--- src/design/icb_splt_macros.svh ---
/*
 * bus splitter constants: bus widths, port count, region boundary,
 * order queue depth and the base address of each region port
 */
`ifndef ICB_SPLT_MACROS_SVH
`define ICB_SPLT_MACROS_SVH

`define ICB_AW          32
`define ICB_DW          64
`define ICB_MW          (`ICB_DW / 8)

// ports 0 to 4 own a region, the last port is the default
`define ICB_PORT_NUM    6

`define ICB_REGION_LSB  12
`define ICB_OUTS_DEPTH  4

`define ICB_BASE0       32'h1000_0000
`define ICB_BASE1       32'h1000_1000
`define ICB_BASE2       32'h2000_0000
`define ICB_BASE3       32'h4000_0000
`define ICB_BASE4       32'h8000_0000

`endif

--- src/design/icb_bus_pkg.sv ---
/*
 * bus payload types, with the address word seen either raw
 * or as a region tag plus offset
 */
`default_nettype none

`include "icb_splt_macros.svh"

package icb_bus_pkg;

  typedef struct packed {
    logic [`ICB_AW-1:`ICB_REGION_LSB] tag;   // compared against a port base
    logic [`ICB_REGION_LSB-1:0]       ofs;   // offset inside the region
  } icb_addr_region_t;

  typedef union packed {
    logic [`ICB_AW-1:0] raw;
    icb_addr_region_t   region;
  } icb_addr_t;

  typedef logic [`ICB_DW-1:0] icb_data_t;

  typedef logic [`ICB_MW-1:0] icb_mask_t;   // one bit per data byte

endpackage

`default_nettype wire

--- src/design/icb_route_pkg.sv ---
/*
 * routing types: downstream port number and one-hot port select
 */
`default_nettype none

`include "icb_splt_macros.svh"

package icb_route_pkg;

  // three bits cover all six ports
  typedef logic [2:0] icb_port_idx_t;

  typedef logic [`ICB_PORT_NUM-1:0] icb_port_sel_t;

endpackage

`default_nettype wire

--- src/design/icb_addr_decode.sv ---
/*
 * command stage: decodes the target port from the address region
 * and holds one command with its port select for the dispatcher
 */
`timescale 1ns/1ps
`default_nettype none

`include "icb_splt_macros.svh"

module icb_addr_decode (
  input  logic                        i_clk,
  input  logic                        i_rst_n,
  input  logic                        i_cmd_valid,
  output logic                        o_cmd_ready,
  input  logic                        i_cmd_read,
  input  icb_bus_pkg::icb_addr_t      i_cmd_addr,
  input  icb_bus_pkg::icb_data_t      i_cmd_wdata,
  input  icb_bus_pkg::icb_mask_t      i_cmd_wmask,
  input  logic [`ICB_PORT_NUM-2:0]    i_port_enable,
  output logic                        o_stg_valid,
  input  logic                        i_stg_ready,
  output logic                        o_stg_read,
  output icb_bus_pkg::icb_addr_t      o_stg_addr,
  output icb_bus_pkg::icb_data_t      o_stg_wdata,
  output icb_bus_pkg::icb_mask_t      o_stg_wmask,
  output icb_route_pkg::icb_port_sel_t o_stg_sel
);

  localparam logic [`ICB_AW-1:0] BASE_ADDR [`ICB_PORT_NUM-1] = '{
    `ICB_BASE0,
    `ICB_BASE1,
    `ICB_BASE2,
    `ICB_BASE3,
    `ICB_BASE4
  };

  logic [`ICB_PORT_NUM-2:0]     region_hit;
  logic                         region_found;
  icb_route_pkg::icb_port_sel_t sel_nxt;
  logic                         cmd_hsk;

  for (genvar k = 0; k < `ICB_PORT_NUM - 1; k++) begin : g_hit
    assign region_hit[k] = i_port_enable[k] &
        (i_cmd_addr.region.tag == BASE_ADDR[k][`ICB_AW-1:`ICB_REGION_LSB]);
  end

  // Lowest matching port wins, anything unclaimed falls to the default port.
  always_comb begin
    sel_nxt      = '0;
    region_found = 1'b0;
    for (int k = 0; k < `ICB_PORT_NUM - 1; k++) begin
      if (region_hit[k] && !region_found) begin
        sel_nxt[k]   = 1'b1;
        region_found = 1'b1;
      end
    end
    sel_nxt[`ICB_PORT_NUM-1] = ~region_found;
  end

  assign o_cmd_ready = ~o_stg_valid | i_stg_ready;   // empty or draining this cycle
  assign cmd_hsk     = i_cmd_valid & o_cmd_ready;

  always_ff @(posedge i_clk or negedge i_rst_n) begin
    if (!i_rst_n) begin
      o_stg_valid <= 1'b0;
    end else if (o_cmd_ready) begin
      o_stg_valid <= i_cmd_valid;
    end
  end

  always_ff @(posedge i_clk) begin
    if (cmd_hsk) begin
      o_stg_read  <= i_cmd_read;
      o_stg_addr  <= i_cmd_addr;
      o_stg_wdata <= i_cmd_wdata;
      o_stg_wmask <= i_cmd_wmask;
      o_stg_sel   <= sel_nxt;   // travels with its command
    end
  end

  a_stg_sel_onehot : assert property (
    @(posedge i_clk) disable iff (!i_rst_n)
    o_stg_valid |-> $onehot(o_stg_sel)
  ) else $error("staged port select is not one-hot");

endmodule

`default_nettype wire

--- src/design/icb_cmd_dispatch.sv ---
/*
 * dispatcher: drives the staged command onto its port and keeps
 * the port numbers of outstanding commands in issue order
 */
`timescale 1ns/1ps
`default_nettype none

`include "icb_splt_macros.svh"

module icb_cmd_dispatch (
  input  logic                                    i_clk,
  input  logic                                    i_rst_n,
  input  logic                                    i_stg_valid,
  output logic                                    o_stg_ready,
  input  logic                                    i_stg_read,
  input  icb_bus_pkg::icb_addr_t                  i_stg_addr,
  input  icb_bus_pkg::icb_data_t                  i_stg_wdata,
  input  icb_bus_pkg::icb_mask_t                  i_stg_wmask,
  input  icb_route_pkg::icb_port_sel_t            i_stg_sel,
  output logic [`ICB_PORT_NUM-1:0]                o_port_cmd_valid,
  input  logic [`ICB_PORT_NUM-1:0]                i_port_cmd_ready,
  output logic [`ICB_PORT_NUM-1:0]                o_port_cmd_read,
  output logic [`ICB_PORT_NUM-1:0][`ICB_AW-1:0]   o_port_cmd_addr,
  output icb_bus_pkg::icb_data_t [`ICB_PORT_NUM-1:0] o_port_cmd_wdata,
  output icb_bus_pkg::icb_mask_t [`ICB_PORT_NUM-1:0] o_port_cmd_wmask,
  output logic                                    o_head_valid,
  output icb_route_pkg::icb_port_idx_t            o_head_idx,
  input  logic                                    i_rsp_pop,
  output logic                                    o_active
);

  localparam int PTR_W = $clog2(`ICB_OUTS_DEPTH);
  localparam int CNT_W = $clog2(`ICB_OUTS_DEPTH + 1);

  icb_route_pkg::icb_port_idx_t order_q [`ICB_OUTS_DEPTH];
  logic [PTR_W-1:0]             wr_ptr;
  logic [PTR_W-1:0]             rd_ptr;
  logic [CNT_W-1:0]             outs_cnt;
  logic                         q_full;
  logic                         push;
  icb_route_pkg::icb_port_idx_t sel_idx;

  assign q_full = (outs_cnt == CNT_W'(`ICB_OUTS_DEPTH));

  // only the selected port sees valid, and nothing issues while the queue is full
  assign o_port_cmd_valid = {`ICB_PORT_NUM{i_stg_valid & ~q_full}} & i_stg_sel;
  assign o_stg_ready      = ~q_full & |(i_stg_sel & i_port_cmd_ready);
  assign push             = |(o_port_cmd_valid & i_port_cmd_ready);

  for (genvar k = 0; k < `ICB_PORT_NUM; k++) begin : g_port
    assign o_port_cmd_read[k]  = i_stg_read;
    assign o_port_cmd_addr[k]  = i_stg_addr.raw;
    assign o_port_cmd_wdata[k] = i_stg_wdata;
    assign o_port_cmd_wmask[k] = i_stg_wmask;
  end

  always_comb begin
    sel_idx = '0;
    for (int k = 0; k < `ICB_PORT_NUM; k++) begin
      if (i_stg_sel[k]) begin
        sel_idx = icb_route_pkg::icb_port_idx_t'(k);
      end
    end
  end

  always_ff @(posedge i_clk or negedge i_rst_n) begin
    if (!i_rst_n) begin
      wr_ptr   <= '0;
      rd_ptr   <= '0;
      outs_cnt <= '0;
    end else begin
      if (push) begin
        wr_ptr <= wr_ptr + 1'b1;
      end
      if (i_rsp_pop) begin
        rd_ptr <= rd_ptr + 1'b1;
      end
      outs_cnt <= outs_cnt + CNT_W'(push) - CNT_W'(i_rsp_pop);
    end
  end

  always_ff @(posedge i_clk) begin
    if (push) begin
      order_q[wr_ptr] <= sel_idx;
    end
  end

  assign o_head_valid = (outs_cnt != '0);
  assign o_head_idx   = order_q[rd_ptr];
  assign o_active     = i_stg_valid | o_head_valid;

  a_q_no_overflow : assert property (
    @(posedge i_clk) disable iff (!i_rst_n)
    outs_cnt <= CNT_W'(`ICB_OUTS_DEPTH)
  ) else $error("order queue overflow");

  a_q_no_underflow : assert property (
    @(posedge i_clk) disable iff (!i_rst_n)
    i_rsp_pop |-> o_head_valid
  ) else $error("response popped with no outstanding command");

endmodule

`default_nettype wire

--- src/design/icb_rsp_return.sv ---
/*
 * response return: passes only the oldest outstanding port's
 * response upstream, which keeps responses in issue order
 */
`timescale 1ns/1ps
`default_nettype none

`include "icb_splt_macros.svh"

module icb_rsp_return (
  input  logic                                    i_head_valid,
  input  icb_route_pkg::icb_port_idx_t            i_head_idx,
  input  logic [`ICB_PORT_NUM-1:0]                i_port_rsp_valid,
  output logic [`ICB_PORT_NUM-1:0]                o_port_rsp_ready,
  input  logic [`ICB_PORT_NUM-1:0]                i_port_rsp_err,
  input  icb_bus_pkg::icb_data_t [`ICB_PORT_NUM-1:0] i_port_rsp_rdata,
  output logic                                    o_rsp_valid,
  input  logic                                    i_rsp_ready,
  output logic                                    o_rsp_err,
  output icb_bus_pkg::icb_data_t                  o_rsp_rdata,
  output logic                                    o_rsp_pop
);

  logic [`ICB_PORT_NUM-1:0] head_sel;

  assign head_sel = i_head_valid ? (`ICB_PORT_NUM'(1) << i_head_idx) : '0;

  // responses from any other port are held off until they reach the head
  assign o_port_rsp_ready = head_sel & {`ICB_PORT_NUM{i_rsp_ready}};

  assign o_rsp_valid = |(head_sel & i_port_rsp_valid);
  assign o_rsp_err   = i_port_rsp_err[i_head_idx];
  assign o_rsp_rdata = i_port_rsp_rdata[i_head_idx];
  assign o_rsp_pop   = o_rsp_valid & i_rsp_ready;   // upstream transfer retires the head

  always_comb begin
    a_one_rsp_ready : assert ($onehot0(o_port_rsp_ready))
      else $error("more than one port granted response ready");
  end

endmodule

`default_nettype wire

--- src/design/icb_splt_top.sv ---
/*
 * one-to-six bus splitter: command stage, dispatcher with order
 * queue, and in-order response return
 */
`timescale 1ns/1ps
`default_nettype none

`include "icb_splt_macros.svh"

module icb_splt_top (
  input  logic                                    i_clk,
  input  logic                                    i_rst_n,
  input  logic                                    i_cmd_valid,
  output logic                                    o_cmd_ready,
  input  logic                                    i_cmd_read,
  input  icb_bus_pkg::icb_addr_t                  i_cmd_addr,
  input  icb_bus_pkg::icb_data_t                  i_cmd_wdata,
  input  icb_bus_pkg::icb_mask_t                  i_cmd_wmask,
  output logic                                    o_rsp_valid,
  input  logic                                    i_rsp_ready,
  output logic                                    o_rsp_err,
  output icb_bus_pkg::icb_data_t                  o_rsp_rdata,
  input  logic [`ICB_PORT_NUM-2:0]                i_port_enable,
  output logic [`ICB_PORT_NUM-1:0]                o_port_cmd_valid,
  input  logic [`ICB_PORT_NUM-1:0]                i_port_cmd_ready,
  output logic [`ICB_PORT_NUM-1:0]                o_port_cmd_read,
  output logic [`ICB_PORT_NUM-1:0][`ICB_AW-1:0]   o_port_cmd_addr,
  output icb_bus_pkg::icb_data_t [`ICB_PORT_NUM-1:0] o_port_cmd_wdata,
  output icb_bus_pkg::icb_mask_t [`ICB_PORT_NUM-1:0] o_port_cmd_wmask,
  input  logic [`ICB_PORT_NUM-1:0]                i_port_rsp_valid,
  output logic [`ICB_PORT_NUM-1:0]                o_port_rsp_ready,
  input  logic [`ICB_PORT_NUM-1:0]                i_port_rsp_err,
  input  icb_bus_pkg::icb_data_t [`ICB_PORT_NUM-1:0] i_port_rsp_rdata,
  output logic                                    o_active
);

  logic                         stg_valid;
  logic                         stg_ready;
  logic                         stg_read;
  icb_bus_pkg::icb_addr_t       stg_addr;
  icb_bus_pkg::icb_data_t       stg_wdata;
  icb_bus_pkg::icb_mask_t       stg_wmask;
  icb_route_pkg::icb_port_sel_t stg_sel;
  logic                         head_valid;
  icb_route_pkg::icb_port_idx_t head_idx;
  logic                         rsp_pop;

  icb_addr_decode u_decode (
    .i_clk         (i_clk),
    .i_rst_n       (i_rst_n),
    .i_cmd_valid   (i_cmd_valid),
    .o_cmd_ready   (o_cmd_ready),
    .i_cmd_read    (i_cmd_read),
    .i_cmd_addr    (i_cmd_addr),
    .i_cmd_wdata   (i_cmd_wdata),
    .i_cmd_wmask   (i_cmd_wmask),
    .i_port_enable (i_port_enable),
    .o_stg_valid   (stg_valid),
    .i_stg_ready   (stg_ready),
    .o_stg_read    (stg_read),
    .o_stg_addr    (stg_addr),
    .o_stg_wdata   (stg_wdata),
    .o_stg_wmask   (stg_wmask),
    .o_stg_sel     (stg_sel)
  );

  icb_cmd_dispatch u_dispatch (
    .i_clk            (i_clk),
    .i_rst_n          (i_rst_n),
    .i_stg_valid      (stg_valid),
    .o_stg_ready      (stg_ready),
    .i_stg_read       (stg_read),
    .i_stg_addr       (stg_addr),
    .i_stg_wdata      (stg_wdata),
    .i_stg_wmask      (stg_wmask),
    .i_stg_sel        (stg_sel),
    .o_port_cmd_valid (o_port_cmd_valid),
    .i_port_cmd_ready (i_port_cmd_ready),
    .o_port_cmd_read  (o_port_cmd_read),
    .o_port_cmd_addr  (o_port_cmd_addr),
    .o_port_cmd_wdata (o_port_cmd_wdata),
    .o_port_cmd_wmask (o_port_cmd_wmask),
    .o_head_valid     (head_valid),
    .o_head_idx       (head_idx),
    .i_rsp_pop        (rsp_pop),
    .o_active         (o_active)
  );

  icb_rsp_return u_return (
    .i_head_valid     (head_valid),
    .i_head_idx       (head_idx),
    .i_port_rsp_valid (i_port_rsp_valid),
    .o_port_rsp_ready (o_port_rsp_ready),
    .i_port_rsp_err   (i_port_rsp_err),
    .i_port_rsp_rdata (i_port_rsp_rdata),
    .o_rsp_valid      (o_rsp_valid),
    .i_rsp_ready      (i_rsp_ready),
    .o_rsp_err        (o_rsp_err),
    .o_rsp_rdata      (o_rsp_rdata),
    .o_rsp_pop        (rsp_pop)
  );

endmodule

`default_nettype wire

--- config.mk ---
export PLATFORM = sky130hd
export DESIGN_NAME = icb_splt_top
export DESIGN_NICKNAME = d
export VERILOG_FILES = /design/src/design/icb_bus_pkg.sv /design/src/design/icb_route_pkg.sv /design/src/design/icb_addr_decode.sv /design/src/design/icb_cmd_dispatch.sv /design/src/design/icb_rsp_return.sv /design/src/design/icb_splt_top.sv
export VERILOG_INCLUDE_DIRS = /design/src /design/src/design
export SDC_FILE = /design/constraint.sdc
export NUM_CORES = 1
export LEC_CHECK = 0
export BUFFER_PORTS_ARGS = -buffer_cell sky130_fd_sc_hd__clkbuf_2
export CORE_AREA = 2 2 471 473
export CTS_CLUSTER_SIZE = 10
export DETAILED_ROUTE_END_ITERATION = 6
export DIE_AREA = 0 0 473 475
export PLACE_DENSITY_LB_ADDON = 0.12
export SLEW_MARGIN = 15
export SYNTH_ARGS = -nofsm -noshare
export SYNTH_HDL_FRONTEND = slang
export SYNTH_HIERARCHICAL = 1
export SYNTH_SLANG_ARGS = --single-unit
--- constraint.sdc ---
create_clock -name i_clk -period 6.84 [get_ports i_clk]
set_input_delay 0.342 -clock i_clk [delete_from_list [all_inputs] [get_ports i_clk]]
set_output_delay 0.342 -clock i_clk [all_outputs]
set_load 0.01 [all_outputs]
==> results.py <==
metrics = {
    "status": {
        "status": "complete, no violations",
    },
    "drt": {
        "ant_nets": 0,
        "vias": 10800,
        "wl_per_cell_um": 19.5,
        "drt_iter0_drc": 404,
        "first_pass_iters": 6,
        "drcViolationCount": 0,
        "routed_wl_um": 92000,
        "avgViaCountPerCell": 2.28,
    },
    "global_routing": {
        "grt_max_degree": 94,
        "grt_pass1_wl_um": 112000,
        "grt.overflow.total": 0,
        "grt_pass1_vias": 10600,
        "track_usage": 0.0773,
        "antenna_found_initial": 32,
    },
    "timing": {
        "layout_setup_ws_ns": 2.45,
        "slew_viol_final": 0,
        "tightestPinTransition_ns": 0.986,
        "finalHoldViolCount": 0,
        "rsz0062_at_grt": "no",
        "fmax_mhz": 228,
        "fin_skew_ns": 0.0273,
        "min_period_ns": 4.39,
        "fin_tns_setup_ns": 0,
        "relSlewSlack": 0.343,
        "setup_viol": 0,
        "period_share": 0.642,
    },
    "die": {
        "die-area_um2": 225000,
        "rows": 172,
        "die_h_um": 475,
        "die_w_um": 473,
        "core_um2": 219000,
        "ios": 1226,
        "start_util": 0.0568,
    },
    "synthesis": {
        "yosysSeqAreaShare": 0.313,
        "ys_ff_latch": 131,
        "ys_top_cells_by_area": "buf_4 (38%), edfxtp_1 (30%), mux4_2 (12%), mux2i_1 (5.3%), o22ai_1 (3.3%)",
        "synth_fp_nets": 1681,
        "yosysUniqueCellTypes": 47,
        "yosysTopAreaCell": "buf_4",
        "postSynthCellCount": 1158,
        "avgSynthCellArea_um2": 10.8,
        "synth_ff_type": "edfxtp_1",
        "ys.warnings.count": 6,
        "synth_top_area_frac": 0.383,
        "syn_area_um2": 12400,
        "async_flop_share": 0.0611,
        "synth-edff-count": 123,
    },
    "critical_path": {
        "cp-start-kind": "flop",
        "crit_chain": "mux4_4, buf_12, mux4_2, inv_1, o22ai_1, clkbuf_2",
        "path_buf_inv": 3,
        "critPathArrivalTime_ns": 4.05,
        "cp_top_family": "multiplexers",
        "crit_slowest_cell": "mux4_4",
        "slowest_delay_ns": 1.10,
        "path_max_fanout": 93,
        "end_kind": "output pin",
        "crit_required_ns": 6.50,
        "worst-setup-path-type": "reg -> out",
    },
    "clock_network": {
        "numClockSinks": 131,
        "cts_tree": "done",
        "clockBufferDepth": 2,
        "path_clk_slew_ns": 0.07,
        "cts_buffers": 17,
        "htree_num_levels": 4,
        "clk_latency_ns": 0.52,
        "clock-root-buffer": "clkbuf_16",
        "cts_resized": 0,
    },
    "cells_and_area": {
        "layoutNonFillerInstCount": 4729,
        "seqCellArea_um2": 3890,
        "drive_gt1_frac": 0.729,
        "n_fill_cell": 25700,
        "multi_input_area_um2": 3250,
        "syn2layout_area_growth_pct": 51.3,
        "fin_nets": 2363,
        "final_common_cell": "clkbuf_2",
        "final_cell_mix": "clkbuf_2 (1,225), edfxtp_1 (123), dlygate4sd3_1 (103), inv_1 (72)",
    },
    "job": {
        "drv_cap": 0,
    },
    "power": {
        "power_density_nw_per_um2": 308,
        "p_leak_nw": 8.82,
        "ir_worst_vdd_v": 0.000164,
    },
    "min_path": {
        "holdCritPathClass": "in -> reg",
    },
    "place": {
        "dp.cells": 4589,
        "dp_hpwl_um": 81800,
        "gp_congestion": 0.744,
        "io_buffer_count": 1225,
        "pre_cts_ws_ns": 2.84,
    },
}
cell usage after synthesis, types with 5 or more instances:
cell        n
and3_2      6
buf_2       8
buf_4     635
buf_8       7
clkbuf_1   16
dfrtp_1     8
edfxtp_1  123
ha_1        6
inv_1      72
mux2i_1    66
mux4_2     68
nand2_1     5
nand2b_1    5
nor2_1      5
nor3_1      6
o22ai_1    66
stage by stage:
stage	cell area, µm²	power [W]	hold slack (ns)	util
after floorplan	12400	0.00364	0.0464	-
after global placement	17200	0.00499	0.232	0.0786
after detailed placement	17200	0.00496	0.230	0.0786
after CTS	18800	0.00609	0.00149	0.0859
after global routing	18800	0.00619	0.0172	0.0860
final	18800	0.00580	0.0564	0.0860
per-layer routing:
metal	track usage	vias up	wire length [µm]
met4	0.0267	14	2360
met3	0.0188	114	5950
met5	0	-	101
met2	0.151	828	50800
met1	0.0785	5109	32800
li1	-	4721	-
worst paths after layout:
path                                            end                   start  cells after the start  slack (ns)
max                                  o_rsp_rdata[2]    u_dispatch/rd_ptr[0]                      6        2.45
max reg2reg                  u_dispatch/outs_cnt[2]    u_dispatch/rd_ptr[0]                     10        3.16
min in group asynchronous    u_dispatch/outs_cnt[1]                 i_rst_n                      2        0.23
min                        u_decode/o_stg_wdata[36]         i_cmd_wdata[36]                      1        0.06
max in group asynchronous      u_dispatch/wr_ptr[0]                 i_rst_n                      2        6.39
min reg2reg                  u_dispatch/outs_cnt[0]  u_dispatch/outs_cnt[0]                      1        0.52
final cells by class:
cell class              count  share of cell area
multi-input cells         282               0.173
flip-flops and latches    131               0.207
clock inverters            13             0.00717
inverters                  74              0.0147
repair buffers           1334               0.384
diodes                      5            0.000664
clock buffers              19              0.0235
well taps                2871               0.191
power by group:
group	internal (W)	leakage, nW	switching, W
Clock	0.000542	0.271	0.000444
Sequential	0.00103	1.26	0.000246
Combinational	0.00136	7.29	0.00217
Total	0.00294	8.82	0.00286
logic make-up after synthesis:
family	synth area share
buf+inv	0.428
xor+xnor	0.00352
compound gates	0.0433
flops	0.313
simple gates	0.0278
fa+ha+maj	0.00764
mux	0.177
registers in the layout, indices dropped and copies added (netlist names):
signal,count
u_decode/o_stg_wdata,64
u_decode/o_stg_addr,32
u_dispatch/order_q,12
u_decode/o_stg_wmask,8
u_decode/o_stg_sel,6
u_dispatch/outs_cnt,3
u_dispatch/rd_ptr,2
u_dispatch/wr_ptr,2
u_decode/o_stg_read,1
u_decode/o_stg_valid,1
repair_timing:
| item | CTS | global route |
|---|---|---|
| buffers inserted | 0 | 0 |
| hold buffers | 103 | 0 |
| endpoints found under the hold margin | 110 | 0 |
Power figures use the tool's default switching activity.
